<file path="src/logic/deser_pkg.sv">
// ==========================================================
// shared sizes for the channelized byte deserializer
// import into any module or testbench that needs the byte,
// word or channel widths, so every block agrees on them
// ==========================================================

`default_nettype none

package deser_pkg;

    // one serial input word is a single byte
    localparam int byte_width = 8;

    // bytes gathered into each assembled output word
    localparam int bytes_per_word = 4;

    // the assembled word holds all of its bytes side by side,
    // first byte received in the most significant position
    localparam int word_width = byte_width * bytes_per_word;

    // number of channels on the input stream
    // each channel owns exactly one assembler lane, so this is
    // also the lane count
    localparam int channel_count = 4;

    // width of a channel number on the input and output side
    // channel_count is a power of two, so a channel number
    // wraps cleanly when the arbiter steps past the last lane
    localparam int channel_width = 2;

    // the assembler countdown must reach bytes_per_word itself
    // and not only bytes_per_word - 1, hence the extra bit
    localparam int count_width = 3;

    // the count of bytes still to arrive in an empty lane, at the
    // countdown's own width, for loads and compares in the lanes
    localparam logic [count_width-1:0] count_full = count_width'(bytes_per_word);

endpackage

`default_nettype wire

</file>
<file path="src/logic/channel_deserializer.sv">
// ==========================================================
// top level of the channelized byte deserializer
// takes a stream of channel-tagged bytes and returns one
// 32-bit word per channel for every four bytes of it
// both sides use a valid/ready handshake
// ==========================================================

`timescale 1ns/1ps
`default_nettype none

module channel_deserializer (
    input  logic                                clock,
    input  logic                                reset,

    // tagged byte stream in
    input  logic                                in_valid,
    input  logic [deser_pkg::channel_width-1:0] in_channel,
    input  logic [deser_pkg::byte_width-1:0]    in_byte,
    output logic                                in_ready,

    // assembled words out, tagged with their channel
    output logic                                out_valid,
    output logic [deser_pkg::channel_width-1:0] out_channel,
    output logic [deser_pkg::word_width-1:0]    out_word,
    input  logic                                out_ready
);

    import deser_pkg::*;

    // router to lanes, one byte broadcast with a valid per lane
    logic [channel_count-1:0]                 lane_byte_valid;
    logic [channel_count-1:0]                 lane_byte_ready;
    logic [byte_width-1:0]                    lane_byte;

    // lanes to collector, one word per lane
    logic [channel_count-1:0]                 lane_word_valid;
    logic [channel_count-1:0]                 lane_word_ready;
    logic [channel_count-1:0][word_width-1:0] lane_word;

    channel_router router_inst (
        .in_valid        (in_valid),
        .in_channel      (in_channel),
        .in_byte         (in_byte),
        .in_ready        (in_ready),
        .lane_byte_valid (lane_byte_valid),
        .lane_byte_ready (lane_byte_ready),
        .lane_byte       (lane_byte)
    );

    // one assembler per channel, lane number equals channel number
    for (genvar lane = 0; lane < channel_count; lane++) begin : gen_lane
        word_assembler assembler_inst (
            .clock      (clock),
            .reset      (reset),
            .byte_valid (lane_byte_valid[lane]),
            .byte_data  (lane_byte),
            .byte_ready (lane_byte_ready[lane]),
            .word_valid (lane_word_valid[lane]),
            .word_data  (lane_word[lane]),
            .word_ready (lane_word_ready[lane])
        );
    end

    word_collector collector_inst (
        .clock           (clock),
        .reset           (reset),
        .lane_word_valid (lane_word_valid),
        .lane_word       (lane_word),
        .lane_word_ready (lane_word_ready),
        .out_valid       (out_valid),
        .out_channel     (out_channel),
        .out_word        (out_word),
        .out_ready       (out_ready)
    );

endmodule

`default_nettype wire

</file>
<file path="src/logic/channel_router.sv">
// ==========================================================
// steers each tagged input byte to the lane of its channel
// purely combinational, so a byte reaches its lane in the
// same cycle and in_ready reflects only that lane's room
// ==========================================================

`timescale 1ns/1ps
`default_nettype none

module channel_router (
    // tagged byte stream from outside the design
    input  logic                                in_valid,
    input  logic [deser_pkg::channel_width-1:0] in_channel,
    input  logic [deser_pkg::byte_width-1:0]    in_byte,
    output logic                                in_ready,

    // per-lane handshake towards the word assemblers
    output logic [deser_pkg::channel_count-1:0] lane_byte_valid,
    input  logic [deser_pkg::channel_count-1:0] lane_byte_ready,
    output logic [deser_pkg::byte_width-1:0]    lane_byte
);

    import deser_pkg::*;

    // one-hot form of in_channel, before qualification with in_valid
    logic [channel_count-1:0] channel_select;

    // decode the tag into a one-hot lane select
    always_comb begin
        channel_select = '0;
        for (int lane = 0; lane < channel_count; lane++) begin
            if (in_channel == channel_width'(lane)) begin
                channel_select[lane] = 1'b1;
            end
        end
    end

    // only the addressed lane sees a valid byte
    always_comb begin
        lane_byte_valid = channel_select & {channel_count{in_valid}};
    end

    // the byte itself goes to every lane, and the valid picks
    // which one actually takes it
    always_comb begin
        lane_byte = in_byte;
    end

    // a stalled lane only holds back bytes for its own channel,
    // bytes tagged for other lanes see their own ready here
    always_comb begin
        in_ready = |(channel_select & lane_byte_ready);
    end

endmodule

`default_nettype wire

</file>
<file path="src/logic/word_assembler.sv">
// ==========================================================
// gathers bytes_per_word bytes into one word, first byte in
// the most significant position; a full word can be taken
// while the first byte of the next one arrives, so a steady
// byte stream never stalls on a lane that is being drained
// ==========================================================

`timescale 1ns/1ps
`default_nettype none

module word_assembler (
    input  logic                              clock,
    input  logic                              reset,

    // byte side, from the router
    input  logic                              byte_valid,
    input  logic [deser_pkg::byte_width-1:0]  byte_data,
    output logic                              byte_ready,

    // word side, towards the collector
    output logic                              word_valid,
    output logic [deser_pkg::word_width-1:0]  word_data,
    input  logic                              word_ready
);

    import deser_pkg::*;

    // number of bytes still to arrive before the word is complete
    // zero means the word is full and waits to be taken
    logic [count_width-1:0] count;

    // handshakes that complete on the coming clock edge
    logic byte_take;
    logic word_take;

    // the word is complete exactly when no more bytes are expected
    always_comb begin
        word_valid = (count == '0);
    end

    always_comb begin
        word_take = word_valid && word_ready;
    end

    // room for a byte exists while the word is incomplete, and also
    // in the cycle the full word leaves, because its slot is freed
    // on the same edge that the new byte is stored
    always_comb begin
        byte_ready = (count != '0) || word_take;
    end

    always_comb begin
        byte_take = byte_valid && byte_ready;
    end

    // countdown of bytes still missing
    // taking the word reloads the full count, minus one if the first
    // byte of the next word is accepted in that same cycle
    always_ff @(posedge clock) begin
        if (reset) begin
            count <= count_full;
        end else if (word_take) begin
            if (byte_take) begin
                count <= count_full - count_width'(1);
            end else begin
                count <= count_full;
            end
        end else if (byte_take) begin
            count <= count - count_width'(1);
        end
    end

    // shift register of the bytes received so far
    // each new byte enters at the low end and pushes older bytes up,
    // so after bytes_per_word shifts the first byte sits at the top
    // stale bytes from the previous word are pushed out the top as the
    // new word fills, and word_valid stays low until that has happened
    always_ff @(posedge clock) begin
        if (byte_take) begin
            word_data <= {word_data[word_width-byte_width-1:0], byte_data};
        end
    end

endmodule

`default_nettype wire

</file>
<file path="src/logic/word_collector.sv">
// ==========================================================
// drains the assembler lanes into one registered output in
// round-robin order; the output stage carries the word and
// the number of the lane, and so the channel, it came from
// ==========================================================

`timescale 1ns/1ps
`default_nettype none

module word_collector (
    input  logic                                                      clock,
    input  logic                                                      reset,

    // completed words waiting in the lanes
    input  logic [deser_pkg::channel_count-1:0]                       lane_word_valid,
    input  logic [deser_pkg::channel_count-1:0][deser_pkg::word_width-1:0] lane_word,
    output logic [deser_pkg::channel_count-1:0]                       lane_word_ready,

    // registered output stage
    output logic                                                      out_valid,
    output logic [deser_pkg::channel_width-1:0]                       out_channel,
    output logic [deser_pkg::word_width-1:0]                          out_word,
    input  logic                                                      out_ready
);

    import deser_pkg::*;

    // lane granted most recently, the search starts just after it
    logic [channel_width-1:0] last_grant;

    // result of the round-robin search this cycle
    logic                     grant_found;
    logic [channel_width-1:0] grant_index;

    // the output register can load this cycle when it is empty
    // or when its current word leaves on this same edge
    logic stage_open;

    // a lane is really granted only if the stage can take its word
    logic grant_valid;

    always_comb begin
        stage_open = !out_valid || out_ready;
    end

    // walk the lanes starting one past the last grant
    // the last granted lane itself is checked at the very end, so a lane
    // that just got served waits behind every other waiting lane
    // channel_count is a power of two, so the index wraps by truncation
    always_comb begin
        grant_found = 1'b0;
        grant_index = '0;
        for (int offset = 1; offset <= channel_count; offset++) begin
            logic [channel_width-1:0] candidate;
            candidate = last_grant + channel_width'(offset);
            if (!grant_found && lane_word_valid[candidate]) begin
                grant_found = 1'b1;
                grant_index = candidate;
            end
        end
    end

    always_comb begin
        grant_valid = grant_found && stage_open;
    end

    // at most one lane sees ready, and only the one being granted
    always_comb begin
        lane_word_ready = '0;
        if (grant_valid) begin
            lane_word_ready[grant_index] = 1'b1;
        end
    end

    // control state of the output stage and the arbiter
    // the pointer moves only when a lane is actually served, so a stall
    // on out_ready cannot skip any lane that is waiting
    always_ff @(posedge clock) begin
        if (reset) begin
            out_valid  <= 1'b0;
            // start just before lane 0, so lane 0 wins the first search
            last_grant <= channel_width'(channel_count - 1);
        end else begin
            if (stage_open) begin
                out_valid <= grant_found;
            end
            if (grant_valid) begin
                last_grant <= grant_index;
            end
        end
    end

    // word and channel of the granted lane, held until taken
    always_ff @(posedge clock) begin
        if (grant_valid) begin
            out_word    <= lane_word[grant_index];
            out_channel <= grant_index;
        end
    end

endmodule

`default_nettype wire

</file>
<file path="config.mk">
export PLATFORM = sky130hd
export DESIGN_NAME = channel_deserializer
export DESIGN_NICKNAME = d
export VERILOG_FILES = /design/src/logic/deser_pkg.sv /design/src/logic/channel_deserializer.sv /design/src/logic/channel_router.sv /design/src/logic/word_assembler.sv /design/src/logic/word_collector.sv
export SDC_FILE = /design/constraint.sdc
export NUM_CORES = 1
export LEC_CHECK = 0
export ABC_AREA = 1
export BUFFER_PORTS_ARGS = -buffer_cell sky130_fd_sc_hd__buf_2
export CAP_MARGIN = 25
export CORE_ASPECT_RATIO = 2
export CORE_MARGIN = 10
export CORE_UTILIZATION = 54
export CTS_CLUSTER_SIZE = 14
export DETAILED_ROUTE_END_ITERATION = 6
export MAX_ROUTING_LAYER = met4
export PLACE_DENSITY = 0.75
export SLEW_MARGIN = 20
export SYNTH_ARGS = -nofsm -noshare
export SYNTH_HDL_FRONTEND = slang
export SYNTH_HIERARCHICAL = 1
export SYNTH_SLANG_ARGS = --single-unit
export TNS_END_PERCENT = 5
</file>
<file path="constraint.sdc">
create_clock -name clock -period 3.5 [get_ports clock]
set_clock_uncertainty 0.05 [all_clocks]
set_input_delay 0.35 -clock clock [delete_from_list [all_inputs] [get_ports clock]]
set_output_delay 0.35 -clock clock [all_outputs]
set_load 0.02 [all_outputs]
</file>
* Word level (Yosys, flattened, before mapping)
Index checks and enable logic that the tools add are counted.
** Cells by class
- Add/sub/neg operators :: 7
- Multipliers :: 0
- Divide/modulo/power cells :: 0
- Order comparisons :: 6
- Equality and inequality tests :: 3
- Shift operators :: 0
- Mux-type cells :: 37
- Bitwise operators :: 2
- Reductions and logical operators :: 36
** Operator list (number)
- $bmux 32 s2 :: 1
- $mux 3 :: 12
- $mux 32 :: 1
- $lt 2x3->1 const B :: 5
- $logic_and 1x1->1 :: 13
- $mux 1 :: 13
- $logic_not 3->1 :: 4
- $reduce_bool 3->1 :: 4
- $sub 3x1->3 const B :: 4
- $and 4x4->4 :: 2
- $bmux 1 s2 :: 4
- $mux 2 :: 4
- $reduce_bool 2->1 :: 4
- $logic_or 1x1->1 :: 5
- $add 2x2->2 const B :: 2
- $eq 2x2->1 const B :: 2
- $logic_not 1->1 :: 4
- $mux 4 :: 1
- $reduce_or 4->1 :: 1
- $add 2x1->2 const B :: 1
- $demux 1 s2 :: 1
- $eq 2x1->1 const B :: 1
- $ge 2x1->1 const B :: 1
- $logic_not 2->1 :: 1
** Storage, ports and cells
- Flip-flop bits (word level) :: 177
- Bits in latches :: 0
- Bits in writable memories :: 0
- ROM bits :: 0
- Word-level logic and storage cells :: 103
- Memories kept :: 0

* Logic depth before layout (Yosys ltp)
- Depth in word-level cells :: 23
- Mapped depth :: 22
- Gate-level depth less buffers :: 21

* By module
The synthesis kept the hierarchy.
** By module, submodules not included
- word_assembler :: instances 4, cells each 63, area an instance 1179.9 µm², seq. area each 1021.0 µm²
- word_collector :: instances 1, cells each 432, area an instance 2902.8 µm², seq. area each 1081.0 µm²
- channel_router :: instances 1, cells each 25, area an instance 137.6 µm², seq. area each 0.0 µm²

* Worst setup path after synthesis
No wires, ideal clock.
- Path kind :: reg2reg
- Start :: reg gen_lane[0].assembler_inst.count[0]
- End :: reg gen_lane[2].assembler_inst/word_data[0] (netlist name) (enable)
- Arrival :: 3326 ps
- Slack :: -263 ps
- Cell stages (with the launch flop) :: 20
- Buffers on the path :: 1
- Period minus slack after synthesis :: 3763 ps
- Cell sequence :: dfxtp_1 inv_1 ha_1 nand2_2 inv_2 nand2_1 nand2_1 nand2_1 nand2_1 inv_1 nand3_2 buf_4 nand2_1 inv_1 nand2_1 nor2_1 inv_2 nand3_2 nand2_1 inv_1
** Between the ends
- Elaborated cells between the ends (all ways) :: 33
** RTL lines
- start, declared :: line word_assembler.sv:30 : logic [count_width-1:0] count;
- start signal, assigned :: line word_assembler.sv:61 : count <= count_full;
- start signal, assigned :: line word_assembler.sv:64 : count <= count_full - count_width'(1);
- start signal, assigned :: line word_assembler.sv:66 : count <= count_full;
- $logic_not 3->1 (*) :: line word_assembler.sv:38 : word_valid = (count == '0);
- net lane_word_valid[0] :: line channel_deserializer.sv:36 : logic [channel_count-1:0] lane_word_valid;
- $bmux 1 s2 :: line word_collector.sv:56 : if (!grant_found && lane_word_valid[candidate]) begin
- $mux 1 (not written as such) :: line word_collector.sv:56
- $mux 1 :: line word_collector.sv:56
- $logic_not 1->1 :: line word_collector.sv:56
- $logic_and 1x1->1 :: line word_collector.sv:56
- $mux 1 :: line word_collector.sv:56
- (+7 left out)
- net collector_inst.grant_valid :: line word_collector.sv:40 : logic grant_valid;
- $mux 4 (*) :: line word_collector.sv:70 : if (grant_valid) begin
- net lane_word_ready[2] :: line channel_deserializer.sv:37 : logic [channel_count-1:0] lane_word_ready;
- $logic_and 1x1->1 (*) :: line word_assembler.sv:42 : word_take = word_valid && word_ready;
- $logic_or 1x1->1 (*) :: line word_assembler.sv:49 : byte_ready = (count != '0) || word_take;
- net lane_byte_ready[2] :: line channel_deserializer.sv:32 : logic [channel_count-1:0] lane_byte_ready;
- $logic_and 1x1->1 (*) :: line word_assembler.sv:53 : byte_take = byte_valid && byte_ready;
- net gen_lane[2].assembler_inst.byte_take :: line word_assembler.sv:33 : logic byte_take;
- end signal, assigned :: line word_assembler.sv:80 : word_data <= {word_data[word_width-byte_width-1:0], byte_data};
- end, declared :: line word_assembler.sv:22 : output logic [deser_pkg::word_width-1:0] word_data,
Mark *: on every way through the listed nets, which the timed path passes. The rest lies on a longest branch. The select of a mux whose other input is x is not followed.
A chain may end at the register's enable or synchronous reset.

* Worst setup path in the final report
- Start :: reg gen_lane[0].assembler_inst.count[0]
- End :: out in_ready
** Between the ends
- Elaborated cells between the ends (all ways) :: 41
** RTL lines
- $logic_not 3->1 (*) :: line word_assembler.sv:38
- net lane_word_valid[0] :: line channel_deserializer.sv:36
- $bmux 1 s2 :: line word_collector.sv:56
- $mux 1 (not written as such) :: line word_collector.sv:56
- $mux 1 :: line word_collector.sv:56
- $logic_not 1->1 :: line word_collector.sv:56
- $logic_and 1x1->1 :: line word_collector.sv:56
- $mux 1 :: line word_collector.sv:56
- (+7 left out)
- net collector_inst.grant_valid :: line word_collector.sv:40
- $mux 4 (*) :: line word_collector.sv:70
- net lane_word_ready[3] :: line channel_deserializer.sv:37
- $logic_and 1x1->1 (*) :: line word_assembler.sv:42
- $logic_or 1x1->1 (*) :: line word_assembler.sv:49
- net lane_byte_ready[3] :: line channel_deserializer.sv:32
- $and 4x4->4 (*) :: line channel_router.sv:52 : in_ready = |(channel_select & lane_byte_ready);
- $reduce_or 4->1 (*) :: line channel_router.sv:52
- end, declared :: line channel_deserializer.sv:19 : output logic in_ready,
Marked as above.

==> impl_metrics.env <==
export IMPL_outcome="completed"
export IMPL_syn_to_final_growth_pct=12.6
export IMPL_detail_route_first_pass_iterations=5
export IMPL_io_buffers=49
export IMPL_synth_xor_area_share_pct=0.451
export IMPL_hp_class="in -> reg"
export IMPL_start_util_pct=54.4
export IMPL_min_from="in_byte[7]"
export IMPL_multi_input_area_mm2=0.00218
export IMPL_synth_largest_area_cell="edfxtp_1"
export IMPL_overflow=0
export IMPL_grt_pass1_wl_um=26100
export IMPL_min_to="gen_lane[3].assembler_inst/word_data[7]$_DFFE_PP_"
export IMPL_clkTransAtPathRegs_ns=0.07
export IMPL_die_w_um=105
export IMPL_max_slew_margin_pct=51.6
export IMPL_pwr_density_cell_mw_per_mm2=891
export IMPL_clock_sinks=177
export IMPL_die_area_mm2=0.0199
export IMPL_yosys_mux_area_fraction_pct=0
export IMPL_wl_um=15700
export IMPL_syn_mean_instance_area_um2=10.9
export IMPL_synth_area_top_cells="edfxtp_1, nand2_1, nand4_1, dfxtp_1, nand3_1"
export IMPL_avgViaCountPerCell=5.54
export IMPL_grt_pass1_vias=5522
export IMPL_ys_async_sr_fraction_pct=0
export IMPL_worstPathRequired_ns=3.10
export IMPL_wire_per_inst_um=16.5
export IMPL_grt_max_degree=65
export IMPL_cts_htree_levels=4
export IMPL_timing_rr_start="gen_lane[0].assembler_inst/count[0]$_SDFFE_PP0P_"
export IMPL_antenna_cells=0
export IMPL_cp_max_fo=6
export IMPL_max_cap_viol_count=0
export IMPL_hpwl_um=9750
export IMPL_drtIter0Drc=372
export IMPL_drc=0
export IMPL_period_minus_slack_ns=3.28
export IMPL_p_int_mw=4.70
export IMPL_slew_violations=0
export IMPL_synth_compound_area_share_pct=1.23
export IMPL_yosys_cell_types_count=23
export IMPL_register_area_mm2=0.00517
export IMPL_final_hold_viol_count=0
export IMPL_crit_path_end_kind="primary output"
export IMPL_critical_path_class="reg -> out"
export IMPL_ys_seq_elements=177
export IMPL_grt_util_all_layers_pct=16.6
export IMPL_final_nets=772
export IMPL_placed_cells=917
export IMPL_rr_endpoint="gen_lane[0].assembler_inst/word_data[17]$_DFFE_PP_"
export IMPL_synthFlopType="edfxtp_1"
export IMPL_post_route_period_util_pct=93.6
export IMPL_drive_above_1_share_pct=21.9
export IMPL_num_rows=62
export IMPL_core_area_mm2=0.0143
export IMPL_synth_top_family_by_area="simple AND/OR/NAND/NOR gates"
export IMPL_yosysSeqAreaShare_pct=66.6
export IMPL_synthesis_nets=731
export IMPL_sw_frac_of_total_pct=39.7
export IMPL_pwr_share_clk_pct=23.8
export IMPL_worst_path_most_repeated_cell="nand2_1"
export IMPL_antenna_found_initial=0
export IMPL_crit_chain="inv_1, ha_1, nand2_2, inv_2, nand2_1, nand2_1, nand2_2, nand2_2, nor2_4, nand3_4, nand2_4, clkinvlp_4, nand2_4, nor2_4, inv_2, nand3_2, nand3_1, nand2_1, inv_1, nand2_1, buf_4"
export IMPL_switching_power_mw=3.09
export IMPL_synth_fa_ha_area_share_pct=1.29
export IMPL_pwr_share_comb_pct=38.9
export IMPL_slowest_delay_ns=0.36
export IMPL_synth_most_common_cell="nand2_1"
export IMPL_cts_tree="done"
export IMPL_pwr_share_seq_pct=37.2
export IMPL_synth_common_cells="nand2_1, edfxtp_1, nand4_1"
export IMPL_clockBufferDepth=2
export IMPL_numCtsBuffers=17
export IMPL_fillers=1160
export IMPL_yosys_area_share_simple_pct=24.3
export IMPL_p_leak_nw=3.58
export IMPL_vias=5291
export IMPL_crit_arrival_ns=2.88
export IMPL_cts_hold_buf=0
export IMPL_reg2regPathDepth=18
export IMPL_num_io_pins=50
export IMPL_critPathSlowestCell="dfxtp_1"
export IMPL_synth_cells=709
export IMPL_finalSetupViolCount=0
export IMPL_min_delay_path_depth=1
export IMPL_syn_cell_area_mm2=0.00776
export IMPL_critPathLaunchType="register"
export IMPL_clk_latency_ns=0.42
export IMPL_tightestPinTransition_ns=0.725
export IMPL_root_buffer="clkbuf_16"
export IMPL_clock_fmax_mhz=305
export IMPL_fp_dieH_um=190
export IMPL_yosysWarnings=6
export IMPL_fin_cells=955
export IMPL_total_power_mw=7.79
export IMPL_place_congestion=0.832
export IMPL_rrSetupSlack_ns=0.46
export IMPL_ant_nets=0
export IMPL_synth_enable_flop_cells=162
export IMPL_ir_drop_mv=1.21
export IMPL_synth_top_area_share_pct=62.7
## final cells by class
cell class	count	area share [%]
Inverter	52	2.31
Multi-Input combinational cell	437	24.9
Sequential cell	177	59.1
Timing Repair Buffer	65	4.21
Tap cell	192	2.75
Clock buffer	17	4.87
Clock inverter	15	1.82
## critical path, delay by kind of cell, from the launching register on
kind	cells	cell delay, ns
adder cells (fa/ha/maj)	1	0.26
AND/OR/NAND/NOR	14	1.29
buffers and inverters	6	0.53
flip-flops	1	0.36
## how the worst max path moves through the flow
stage | from | cells past startpoint | to | slack [ns]
2_1_floorplan | gen_lane[0].assembler_inst/count[0]$_SDFFE_PP0P_ | 19 | gen_lane[2].assembler_inst/word_data[0]$_DFFE_PP_ | 0.09
3_3_place_gp | gen_lane[2].assembler_inst/count[0]$_SDFFE_PP0P_ | 20 | gen_lane[1].assembler_inst/word_data[25]$_DFFE_PP_ | 0.58
3_5_place_dp | gen_lane[2].assembler_inst/count[0]$_SDFFE_PP0P_ | 18 | gen_lane[0].assembler_inst/word_data[31]$_DFFE_PP_ | 0.41
4_1_cts | gen_lane[2].assembler_inst/count[0]$_SDFFE_PP0P_ | 21 | in_ready | 0.16
5_1_grt | gen_lane[0].assembler_inst/count[0]$_SDFFE_PP0P_ | 21 | in_ready | -0.03
6_report | gen_lane[0].assembler_inst/count[0]$_SDFFE_PP0P_ | 21 | in_ready | 0.22
## layout by cell type (no fill, tap or decap), types with 4 or more instances in the layout
master	synthesis	routed
nand2_1	277	274
edfxtp_1	162	162
nand4_1	65	65
buf_2	25	48
inv_1	33	32
nand3_1	28	28
nand2_2	21	22
inv_2	18	18
clkbuf_16	0	17
buf_4	13	17
dfxtp_1	15	13
nand3_2	11	9
a21oi_2	8	8
ha_1	8	7
clkinv_4	0	4
clkinvlp_4	0	4
xor2_1	4	4
## flip-flops by register name, indices dropped and copies added (netlist names)
register                           cells
gen_lane.assembler_inst/word_data    128
collector_inst/last_grant              2
gen_lane.assembler_inst/count         12
collector_inst/out_channel             2
collector_inst/out_word               32
collector_inst/out_valid               1
## through the flow
stage | util [%] | hold WS, ns | instance area (µm²) | setup WS (ns) | setup TNS (ns)
4_1_cts | 60.5 | 0.0909 | 8630 | 0.161 | 0
3_3_place_gp | 56.4 | 0.379 | 8050 | 0.577 | 0
2_1_floorplan | - | 0.362 | 7760 | 0.0909 | 0
5_1_grt | 61.2 | 0.0919 | 8740 | -0.0257 | -0.0257
6_report | 61.2 | 0.104 | 8740 | 0.225 | 0
3_5_place_dp | 56.4 | 0.382 | 8050 | 0.413 | 0
## logic make-up after synthesis
| group | after synthesis |
|---|---|
| AO/OA/AOI/OAI | 12 |
| XOR/XNOR | 4 |
| adder cells (fa/ha/maj) | 8 |
| buffers and inverters | 95 |
| flip-flops | 177 |
| AND/OR/NAND/NOR | 413 |
## power by group through the flow
stage / sequential (mW) / clock (mW) / combinational (mW)
after floorplan: 3.22 / 0 / 1.99
after global placement: 2.93 / 0 / 2.80
after detailed placement: 2.95 / 0 / 2.89
after CTS: 2.90 / 1.89 / 2.91
after global routing: 2.93 / 1.98 / 3.41
final: 2.90 / 1.86 / 3.03
## per-layer routing
layer / track usage, % / routed length [µm] / vias to the layer above
li1: - / - / 2497
met3: 3.69 / 772 / 34
met2: 29.4 / 8700 / 167
met5: - / 0 / -
met4: 7.43 / 367 / 0
met1: 17.1 / 5890 / 2593
## what timing repair did
item,CTS,global route
endpoints found under the setup margin,0,1
hold endpoints to repair,0,0
buffers inserted,0,6
gates resized for setup,0,17
Power figures use the tool's default switching activity.
